<file path="src/design/dct_defines.svh">
// Size macros for the 16-point row DCT, included by the packages and the RTL modules
`ifndef DCT_DEFINES_SVH
`define DCT_DEFINES_SVH

// Points in one row
`define DCT_N 16

// Unsigned input pixel width
`define DCT_PIXEL_W 8

// Signed output coefficient width
`define DCT_COEF_W 11

// Low bits dropped after exact accumulation
// i.e. the result is floor(sum / 64)
`define DCT_FRAC_BITS 6

// Exact product sum width
// Worst case is 16 * 255 * 45, well inside 19 bits plus sign
`define DCT_ACC_W 20

// Cosine table constant width
`define DCT_CONST_W 7

`endif

</file>
<file path="src/design/dct_types_pkg.sv">
// Vector and row types shared by the DCT RTL and the testbench, pulled in by wildcard import
`include "dct_defines.svh"

package dct_types_pkg;

    // Unsigned input pixel
    typedef logic [`DCT_PIXEL_W-1:0] pixel_t;

    // Butterfly sum or difference
    // Sum needs one extra bit, difference needs the sign
    typedef logic signed [`DCT_PIXEL_W+1:0] bfly_t;

    // Exact weighted sum before truncation
    typedef logic signed [`DCT_ACC_W-1:0] acc_t;

    // Output coefficient
    typedef logic signed [`DCT_COEF_W-1:0] coef_t;

    // One input row, px[0] is the first pixel
    typedef struct packed {
        pixel_t [`DCT_N-1:0] px;
    } pixel_row_t;

    // First butterfly result
    // sum[n] = px[n] + px[15-n], diff[n] = px[n] - px[15-n]
    typedef struct packed {
        bfly_t [`DCT_N/2-1:0] sum;
        bfly_t [`DCT_N/2-1:0] diff;
    } bfly_row_t;

    // Eight coefficients from the even or the odd part
    typedef struct packed {
        coef_t [`DCT_N/2-1:0] c;
    } half_coef_t;

    // Full output row, x[k] is X[k]
    typedef struct packed {
        coef_t [`DCT_N-1:0] x;
    } coef_row_t;

endpackage

</file>
<file path="src/design/dct_coef_pkg.sv">
// Cosine table, weight rule and truncation for the row DCT, used by the datapath and the model
`include "dct_defines.svh"

package dct_coef_pkg;

    import dct_types_pkg::*;

    // C[m] ~ 45.25 * cos(m*pi/32), except C[0] which carries the DC scale
    localparam logic [`DCT_CONST_W-1:0] COS_TABLE [`DCT_N] = '{
        7'd32, 7'd45, 7'd44, 7'd43, 7'd42, 7'd40, 7'd38, 7'd35,
        7'd32, 7'd29, 7'd25, 7'd21, 7'd17, 7'd13, 7'd9,  7'd4
    };

    // Full period of the phase index k*(2n+1)
    localparam int PHASE_PERIOD = 4 * `DCT_N;

    // Signed weight of pixel n in output k
    function automatic int dct_weight(input int k, input int n);
        int p;
        int w;
        p = (k * (2 * n + 1)) % PHASE_PERIOD;
        if (k == 0) begin
            w = int'(COS_TABLE[0]);
        end else if (p == `DCT_N || p == 3 * `DCT_N) begin
            // Cosine zero crossing, only reachable for k a multiple of 16
            w = 0;
        end else if (p < `DCT_N) begin
            // First quadrant
            w = int'(COS_TABLE[p]);
        end else if (p < 2 * `DCT_N) begin
            // Second quadrant mirrors with negative sign
            w = -int'(COS_TABLE[2 * `DCT_N - p]);
        end else if (p < 3 * `DCT_N) begin
            w = -int'(COS_TABLE[p - 2 * `DCT_N]);
        end else begin
            // Fourth quadrant back to positive
            w = int'(COS_TABLE[PHASE_PERIOD - p]);
        end
        return w;
    endfunction

    // Floor divide by 2^FRAC and keep the low coefficient bits
    // Arithmetic shift of two's complement already floors
    function automatic coef_t drop_frac(input acc_t acc);
        return acc[`DCT_FRAC_BITS +: `DCT_COEF_W];
    endfunction

endpackage

</file>
<file path="src/design/dct_pipe_ctrl.sv">
// Keeps the valid bits and load enables of the two DCT register stages for the top to instantiate
`timescale 1ns/1ps

module dct_pipe_ctrl (
    input  logic clk,
    input  logic reset,
    input  logic in_valid,
    output logic in_ready,
    input  logic out_ready,
    output logic out_valid,
    output logic s1_en,
    output logic s2_en
);

    // Stage 1 holds a row
    logic s1_valid;
    // Stage 2 may take a new row this cycle
    logic s2_advance;

    // Stage 2 empty or its row leaving now
    assign s2_advance = !out_valid || out_ready;

    // Stage 1 free once its row moves on
    assign in_ready = !s1_valid || s2_advance;

    assign s1_en = in_valid && in_ready;
    assign s2_en = s1_valid && s2_advance;

    always_ff @(posedge clk) begin
        if (reset) begin
            s1_valid  <= 1'b0;
            out_valid <= 1'b0;
        end else begin
            if (in_ready) begin
                s1_valid <= in_valid;
            end
            // Bubble moves forward when stage 1 is empty
            if (s2_advance) begin
                out_valid <= s1_valid;
            end
        end
    end

    // A stalled output row is never withdrawn
    a_out_hold: assert property (
        @(posedge clk) disable iff (reset)
        out_valid && !out_ready |=> out_valid
    ) else $error("out_valid dropped before acceptance");

    // A stage 1 row waits until stage 2 takes it
    a_s1_hold: assert property (
        @(posedge clk) disable iff (reset)
        s1_valid && !s2_en |=> s1_valid
    ) else $error("stage 1 row dropped before stage 2 took it");

endmodule

</file>
<file path="src/design/dct_input_butterfly.sv">
// Registered first DCT butterfly, sums and differences of pixel n and pixel 15-n
`timescale 1ns/1ps
`include "dct_defines.svh"

module dct_input_butterfly
    import dct_types_pkg::*;
(
    input  logic       clk,
    input  logic       reset,
    input  logic       s1_en,
    input  pixel_row_t in_row,
    output bfly_row_t  s1_row
);

    localparam int HALF = `DCT_N / 2;

    // Largest pair sum of two full-scale pixels
    localparam bfly_t SUM_MAX = bfly_t'(2 * (2 ** `DCT_PIXEL_W - 1));

    always_ff @(posedge clk) begin
        if (reset) begin
            s1_row <= '0;
        end else if (s1_en) begin
            for (int n = 0; n < HALF; n++) begin
                // Zero extend so the sum cannot wrap
                s1_row.sum[n]  <= {2'b00, in_row.px[n]} + {2'b00, in_row.px[`DCT_N-1-n]};
                // Wraps into the signed range -255..255
                s1_row.diff[n] <= {2'b00, in_row.px[n]} - {2'b00, in_row.px[`DCT_N-1-n]};
            end
        end
    end

    // Even part relies on non-negative sums that fit the butterfly width
    for (genvar n = 0; n < HALF; n++) begin : g_sum_check
        a_sum_range: assert property (
            @(posedge clk) disable iff (reset)
            s1_en |=> (s1_row.sum[n] >= 0) && (s1_row.sum[n] <= SUM_MAX)
        ) else $error("pair sum %0d out of range", n);
    end

endmodule

</file>
<file path="src/design/dct_even_part.sv">
// Registered 8-point even DCT half, turns the pair sums into X[0], X[2] ... X[14]
`timescale 1ns/1ps
`include "dct_defines.svh"

module dct_even_part
    import dct_types_pkg::*;
    import dct_coef_pkg::*;
(
    input  logic                        clk,
    input  logic                        reset,
    input  logic                        s2_en,
    input  bfly_t [`DCT_N/2-1:0]        sums,
    output half_coef_t                  even_coefs
);

    localparam int HALF  = `DCT_N / 2;
    localparam int QUART = `DCT_N / 4;

    // Second butterfly level
    acc_t lvl2_sum [QUART];
    acc_t lvl2_dif [QUART];

    // Constant products of the level 2 differences
    // C2 = 44, C6 = 38, C10 = 25, C14 = 9
    acc_t p44 [QUART];
    acc_t p38 [QUART];
    acc_t p25 [QUART];
    acc_t p9  [QUART];

    // Third butterfly level on the level 2 sums
    acc_t e0, e1, f0, f1;

    // Exact even coefficients
    acc_t x0, x2, x4, x6, x8, x10, x12, x14;

    for (genvar i = 0; i < QUART; i++) begin : g_level2
        assign lvl2_sum[i] = acc_t'(sums[i]) + acc_t'(sums[HALF-1-i]);
        assign lvl2_dif[i] = acc_t'(sums[i]) - acc_t'(sums[HALF-1-i]);

        // Each difference meets every odd-of-even constant exactly once
        assign p44[i] = (lvl2_dif[i] <<< 5) + (lvl2_dif[i] <<< 3) + (lvl2_dif[i] <<< 2);
        assign p38[i] = (lvl2_dif[i] <<< 5) + (lvl2_dif[i] <<< 2) + (lvl2_dif[i] <<< 1);
        assign p25[i] = (lvl2_dif[i] <<< 4) + (lvl2_dif[i] <<< 3) + lvl2_dif[i];
        assign p9[i]  = (lvl2_dif[i] <<< 3) + lvl2_dif[i];
    end

    assign e0 = lvl2_sum[0] + lvl2_sum[3];
    assign e1 = lvl2_sum[1] + lvl2_sum[2];
    assign f0 = lvl2_sum[0] - lvl2_sum[3];
    assign f1 = lvl2_sum[1] - lvl2_sum[2];

    // DC and X[8], both scaled by 32
    assign x0 = (e0 + e1) <<< 5;
    assign x8 = (e0 - e1) <<< 5;

    // C4 = 42, C12 = 17
    assign x4  = (f0 <<< 5) + (f0 <<< 3) + (f0 <<< 1) + (f1 <<< 4) + f1;
    assign x12 = (f0 <<< 4) + f0 - ((f1 <<< 5) + (f1 <<< 3) + (f1 <<< 1));

    // Rows of the 4-point odd kernel
    assign x2  = p44[0] + p38[1] + p25[2] + p9[3];
    assign x6  = p38[0] - p9[1]  - p44[2] - p25[3];
    assign x10 = p25[0] - p44[1] + p9[2]  + p38[3];
    assign x14 = p9[0]  - p25[1] + p38[2] - p44[3];

    always_ff @(posedge clk) begin
        if (reset) begin
            even_coefs <= '0;
        end else if (s2_en) begin
            // c[j] holds X[2j]
            even_coefs.c[0] <= drop_frac(x0);
            even_coefs.c[1] <= drop_frac(x2);
            even_coefs.c[2] <= drop_frac(x4);
            even_coefs.c[3] <= drop_frac(x6);
            even_coefs.c[4] <= drop_frac(x8);
            even_coefs.c[5] <= drop_frac(x10);
            even_coefs.c[6] <= drop_frac(x12);
            even_coefs.c[7] <= drop_frac(x14);
        end
    end

endmodule

</file>
<file path="src/design/dct_odd_part.sv">
// Registered odd DCT half, turns the pair differences into X[1], X[3] ... X[15]
`timescale 1ns/1ps
`include "dct_defines.svh"

module dct_odd_part
    import dct_types_pkg::*;
    import dct_coef_pkg::*;
(
    input  logic                 clk,
    input  logic                 reset,
    input  logic                 s2_en,
    input  bfly_t [`DCT_N/2-1:0] diffs,
    output half_coef_t           odd_coefs
);

    localparam int HALF  = `DCT_N / 2;
    localparam int QUART = `DCT_N / 4;

    // Truncated odd coefficients ahead of the register
    coef_t next_c [HALF];

    // Shift-and-add product with a signed table weight
    // Weight is an elaboration constant, so only the set bits become adders
    function automatic acc_t mul_const(input bfly_t x, input int w);
        acc_t x_ext;
        acc_t prod;
        int   mag;
        x_ext = x;
        mag   = (w < 0) ? -w : w;
        prod  = '0;
        for (int b = 0; b < `DCT_CONST_W; b++) begin
            if (mag[b]) begin
                prod = prod + (x_ext <<< b);
            end
        end
        return (w < 0) ? -prod : prod;
    endfunction

    for (genvar j = 0; j < HALF; j++) begin : g_coef
        // Products paired as diff[i] with its mirror diff[7-i]
        acc_t pair_sum [QUART];
        acc_t total;

        for (genvar i = 0; i < QUART; i++) begin : g_pair
            localparam int W_LO = dct_weight(2 * j + 1, i);
            localparam int W_HI = dct_weight(2 * j + 1, HALF - 1 - i);

            assign pair_sum[i] = mul_const(diffs[i], W_LO)
                               + mul_const(diffs[HALF-1-i], W_HI);
        end

        // Exact sum of all eight products
        assign total = pair_sum[0] + pair_sum[1] + pair_sum[2] + pair_sum[3];
        assign next_c[j] = drop_frac(total);
    end

    always_ff @(posedge clk) begin
        if (reset) begin
            odd_coefs <= '0;
        end else if (s2_en) begin
            // c[j] holds X[2j+1]
            for (int j = 0; j < HALF; j++) begin
                odd_coefs.c[j] <= next_c[j];
            end
        end
    end

endmodule

</file>
<file path="src/design/dct_row_top.sv">
// Pipelined 16-point row DCT top, instantiate with a valid/ready pixel row in and coefficient row out
`timescale 1ns/1ps
`include "dct_defines.svh"

module dct_row_top
    import dct_types_pkg::*;
(
    input  logic       clk,
    input  logic       reset,

    // Pixel row stream
    input  logic       in_valid,
    output logic       in_ready,
    input  pixel_row_t in_row,

    // Coefficient row stream
    output logic       out_valid,
    input  logic       out_ready,
    output coef_row_t  out_row
);

    // Load enables from the control
    logic       s1_en;
    logic       s2_en;

    // Stage 1 register contents
    bfly_row_t  s1_row;

    // Stage 2 halves
    half_coef_t even_coefs;
    half_coef_t odd_coefs;

    // Valid/ready bookkeeping for both stages
    dct_pipe_ctrl u_ctrl (
        .clk       (clk),
        .reset     (reset),
        .in_valid  (in_valid),
        .in_ready  (in_ready),
        .out_ready (out_ready),
        .out_valid (out_valid),
        .s1_en     (s1_en),
        .s2_en     (s2_en)
    );

    // Stage 1, mirrored pair sums and differences
    dct_input_butterfly u_bfly (
        .clk    (clk),
        .reset  (reset),
        .s1_en  (s1_en),
        .in_row (in_row),
        .s1_row (s1_row)
    );

    // Stage 2 even half works on sums only
    dct_even_part u_even (
        .clk        (clk),
        .reset      (reset),
        .s2_en      (s2_en),
        .sums       (s1_row.sum),
        .even_coefs (even_coefs)
    );

    // Stage 2 odd half works on differences only
    dct_odd_part u_odd (
        .clk       (clk),
        .reset     (reset),
        .s2_en     (s2_en),
        .diffs     (s1_row.diff),
        .odd_coefs (odd_coefs)
    );

    // Interleave the halves back into X[0..15]
    always_comb begin
        for (int k = 0; k < `DCT_N / 2; k++) begin
            out_row.x[2 * k]     = even_coefs.c[k];
            out_row.x[2 * k + 1] = odd_coefs.c[k];
        end
    end

endmodule

</file>
<file path="config.mk">
export PLATFORM = sky130hd
export DESIGN_NAME = dct_row_top
export DESIGN_NICKNAME = d
export VERILOG_FILES = /design/src/design/dct_types_pkg.sv /design/src/design/dct_coef_pkg.sv /design/src/design/dct_pipe_ctrl.sv /design/src/design/dct_input_butterfly.sv /design/src/design/dct_even_part.sv /design/src/design/dct_odd_part.sv /design/src/design/dct_row_top.sv
export VERILOG_INCLUDE_DIRS = /design/src /design/src/design
export SDC_FILE = /design/constraint.sdc
export NUM_CORES = 2
export LEC_CHECK = 0
export ABC_AREA = 1
export BUFFER_PORTS_ARGS = -buffer_cell sky130_fd_sc_hd__buf_2
export CAP_MARGIN = 0
export CORE_ASPECT_RATIO = 1.5
export CORE_MARGIN = 3
export CORE_UTILIZATION = 60
export CTS_CLUSTER_DIAMETER = 200
export DETAILED_ROUTE_END_ITERATION = 8
export HOLD_SLACK_MARGIN = 0.06
export PLACE_DENSITY = 0.81
export SLEW_MARGIN = 20
export SYNTH_ARGS = -nofsm -noshare
export SYNTH_HDL_FRONTEND = slang
export SYNTH_SLANG_ARGS = --single-unit
</file>
<file path="constraint.sdc">
create_clock -name clk -period 8 [get_ports clk]
set_clock_uncertainty 0.1 [all_clocks]
set_input_delay 1.6 -clock clk [delete_from_list [all_inputs] [get_ports clk]]
set_output_delay 1.6 -clock clk [all_outputs]
set_load 0.005 [all_outputs]
</file>
==> results of run 1 <==
[cell families after synthesis]
| kind of cell | synth area share |
|---|---|
| simple gates | 0.124 |
| fa+ha+maj | 0.485 |
| xor+xnor | 0.0691 |
| flops | 0.0761 |
| compound gates | 0.116 |
| buf+inv | 0.129 |
[layer usage]
metal / overflow / GRT usage
met5: 0 / 0.123
met4: 200 / 0.611
met3: 1 / 0.404
met2: 200 / 0.845
met1: 3 / 0.637
[stage by stage]
step | util | cells | worst slack, ns | TNS [ns]
after detailed placement | 0.684 | 13300 | -0.621 | -5.71
after CTS | 0.697 | 13400 | 0.000652 | 0
after floorplan | - | 10400 | 0.0915 | 0
after global placement | 0.684 | 13300 | -0.406 | -2.69
[repair_timing]
action,in CTS
gates resized for setup,53
endpoints found under the setup margin,30
pin swaps,22
setup buffers,13
hold buffers,0
gates cloned,0
==> flow_metrics.tcl, run 1 <==
set metrics [dict create \
    ys_ff_latch 314 \
    overflow 404 \
    grt_max_degree 140 \
    yosys_warnings 0 \
    cts_sinks 314 \
    synth_cells 10400 \
    syn_area_sq_mm 0.0826 \
    synthTopCellsByArea "fa_1, ha_1, inv_1" \
    numPortBuffers 309 \
    grt_pass1_wl_um 653000 \
    yosysMostFrequentCell "inv_1" \
    h-tree-depth 2 \
    yosys.area.top_type "fa_1" \
    async_flop_share 0 \
    synth_fp_nets 12900 \
    tool.error "[ERROR GRT-0116] Global routing finished with congestion. Check the congestion regions in the DRC Viewer." \
    stop_stage "global routing (5_1_grt)" \
    avgSynthCellArea_sq_um 7.96 \
    cts_root_buffer "clkbuf_16" \
    synth_edf_count 0 \
    start_util 0.605 \
    dieWidth_um 309 \
    ys_types 64 \
    place_hpwl_um 319000 \
    die_y_um 460 \
    yosys.area.top_type_share 0.312 \
    numCtsBuffers 42 \
    grt_use_total 0.628 \
    yosysSeqAreaShare 0.0761 \
    dpl_cell_area_sq_mm 0.0934 \
    gp_congestion 1.28 \
    ys.flop_type "dfxtp_1" \
    rows 166 \
    grt_pass1_vias 88200 \
    status "aborted with a tool error" \
    io_pins 310 \
    clockBufferDepth 3 \
    synth.cells.most_frequent "inv_1, nand2_1, fa_1" \
]
==> run 2, diff against run 1 <==
--- a/config.mk
+++ b/config.mk
@@ -9,13 +9,10 @@
 export ABC_AREA = 1
 export BUFFER_PORTS_ARGS = -buffer_cell sky130_fd_sc_hd__buf_2
 export CAP_MARGIN = 0
-export CORE_ASPECT_RATIO = 1.5
 export CORE_MARGIN = 3
-export CORE_UTILIZATION = 60
-export CTS_CLUSTER_DIAMETER = 200
+export CORE_UTILIZATION = 40
 export DETAILED_ROUTE_END_ITERATION = 8
-export HOLD_SLACK_MARGIN = 0.06
-export PLACE_DENSITY = 0.81
+export PLACE_DENSITY_LB_ADDON = 0.15
 export SLEW_MARGIN = 20
 export SYNTH_ARGS = -nofsm -noshare
 export SYNTH_HDL_FRONTEND = slang
==> constraint.sdc (replaced) <==
create_clock -name clk -period 10.4 [get_ports clk]
set_clock_uncertainty 0.1 [all_clocks]
set_input_delay 2.08 -clock clk [delete_from_list [all_inputs] [get_ports clk]]
set_output_delay 2.08 -clock clk [all_outputs]
set_load 0.005 [all_outputs]
==> run 2 against run 1 <==
  * The flow now finishes without violations
  * Synthesized cell count unchanged
  * Synthesized area unchanged
==> flow_metrics.tcl, run 2 <==
set metrics [dict create \
    largest_reg_flops 136 \
    start_util 0.403 \
    final_cell_mix "inv_1, nand2_1, fa_1" \
    synth_fp_nets 12900 \
    grt_use_total 0.363 \
    ys_types 64 \
    ys.flop_type "dfxtp_1" \
    setup_viol 0 \
    period_needed_ns 9.96 \
    wl_per_cell_um 28.3 \
    yosysMostFrequentCell "inv_1" \
    numPortBuffers 309 \
    cts_sinks 314 \
    avgSynthCellArea_sq_um 7.96 \
    yosys.area.top_type_share 0.312 \
    hp-class "reg2reg" \
    avgViaCountPerCell 5.29 \
    tightest_slew_ns 1.18 \
    die_area_sq_mm 0.212 \
    core_area_sq_mm 0.205 \
    die_y_um 460 \
    io_pins 310 \
    cp.required_ns 10.87 \
    slowest_stage "dfxtp_1" \
    max_cap_violations 0 \
    worstPathArrival_ns 10.43 \
    finalSetupTns_ns 0 \
    ant_nets 0 \
    async_flop_share 0 \
    nets 13500 \
    grt_pass1_vias 71800 \
    worst-path-max-fanout 12 \
    yosys_warnings 0 \
    numCtsBuffers 47 \
    cts_root_buffer "clkbuf_16" \
    clk_latency_ns 0.75 \
    nFillCells 20800 \
    yosysSeqAreaShare 0.0761 \
    final_common_cell "inv_1" \
    gp_congestion 1.09 \
    dr_total_vias 72200 \
    clockBufferDepth 3 \
    rows 166 \
    first_iter_violations 6330 \
    rsz0062_at_grt "false" \
    syn_area_sq_mm 0.0826 \
    synth.cells.most_frequent "inv_1, nand2_1, fa_1" \
    finalMaxSlewViolations 0 \
    antenna_found_initial 18 \
    timing.fmax_ghz 0.100 \
    ys_ff_latch 314 \
    crit_type "reg2reg" \
    dieWidth_um 460 \
    finalCritPeriodShare 0.958 \
    layout-drive-gt1-share 0.0801 \
    synth_cells 10400 \
    hold_buffers 0 \
    path_clk_slew_ns 0.07 \
    drc_errors 0 \
    synth_edf_count 0 \
    top_register "u_bfly.s1_row" \
    relSlewSlack 0.212 \
    grt_max_degree 133 \
    hold_viol 0 \
    post_cts_buffers 0 \
    syn2layout_area_growth_pct 10.7 \
    status "completed" \
    cpPeakStageDelay_ns 1.03 \
    grt_pass1_wl_um 539000 \
    reg_top3 "u_bfly.s1_row x136, u_even.even_coefs x88, u_odd.odd_coefs x88" \
    drt_pass1_iterations 6 \
    place_hpwl_um 337000 \
    synthTopCellsByArea "fa_1, ha_1, inv_1" \
    cts_resized 0 \
    crit_top_cell "inv_1" \
    yosys.area.top_type "fa_1" \
    worstSetupEndpointType "flop" \
    critPathLaunchType "flop" \
    h-tree-depth 2 \
    overflow 0 \
    cts_tree "yes" \
    totalWireLength_um 386000 \
]
-- run 2: cell counts after synthesis --
No cell type changed its count.
-- run 2: worst paths after layout --
| kind | from | end | slack (ns) | depth (start not counted) |
|---|---|---|---|---|
| hold reg to reg | u_even.even_coefs[54] | u_even.even_coefs[54] | 0.37 | 2 |
| setup / recovery | u_bfly.s1_row[42] | u_odd.odd_coefs[6] | 0.44 | 33 |
| setup reg to reg | u_bfly.s1_row[42] | u_odd.odd_coefs[6] | 0.44 | 33 |
| hold / removal | u_even.even_coefs[54] | u_even.even_coefs[54] | 0.37 | 2 |
-- run 2: stage by stage --
stage	cells	setup WS [ns]	hold slack [ns]	utilization	cell area, sq um
finish	13700	0.437	0.374	0.446	91400
CTS	13600	0.772	0.371	0.446	91400
floorplan	10400	2.34	0.351	-	82600
global route	13600	0.304	0.405	0.446	91400
global placement	13600	0.819	0.360	0.437	89500
detailed placement	13600	0.809	0.360	0.437	89500
-- run 2: cell families after synthesis --
logic type / after synthesis / synth area share
and+or+nand+nor: 2470 / 0.124
xor gates and xnor gates: 649 / 0.0691
AOI/OAI and AO/OA: 1707 / 0.116
buffers and inverters: 2802 / 0.129
DFF: 314 / 0.0761
adders and majority gates: 2427 / 0.485
-- run 2: layout make-up --
type	instances	area, sq um	area share
clock inverters	33	584	0.00639
inverters	2652	9960	0.109
flip-flops and latches	314	6300	0.0689
clock buffers	55	1270	0.0139
multi-input cells	7253	65700	0.718
diodes	14	35.0	0.000383
repair buffers	645	4230	0.0462
well taps	2688	3360	0.0368
-- run 2: worst max-delay path: cells and delay by family (launching register included) --
kind	cells	cell delay, ns
adder cells (fa/ha/maj)	8	3.73
AO/OA/AOI/OAI	7	1.78
buffers and inverters	8	1.29
XOR/XNOR	4	1.19
flip-flops	1	1.03
AND/OR/NAND/NOR	6	0.66
-- run 2: layer usage --
metal	part of all wire	GRT usage	up-vias	routed length (um)
met5	0.000065	0	-	25
met4	0.076	0.223	4	29300
met3	0.072	0.0605	613	27700
met2	0.44	0.565	2806	169000
met1	0.41	0.470	35700	160000
li1	-	-	33200	-
Power of run 2 is left out: the tool's default activity adds up to more than one toggle a clock period on the data nets, which glitch-free logic cannot reach.
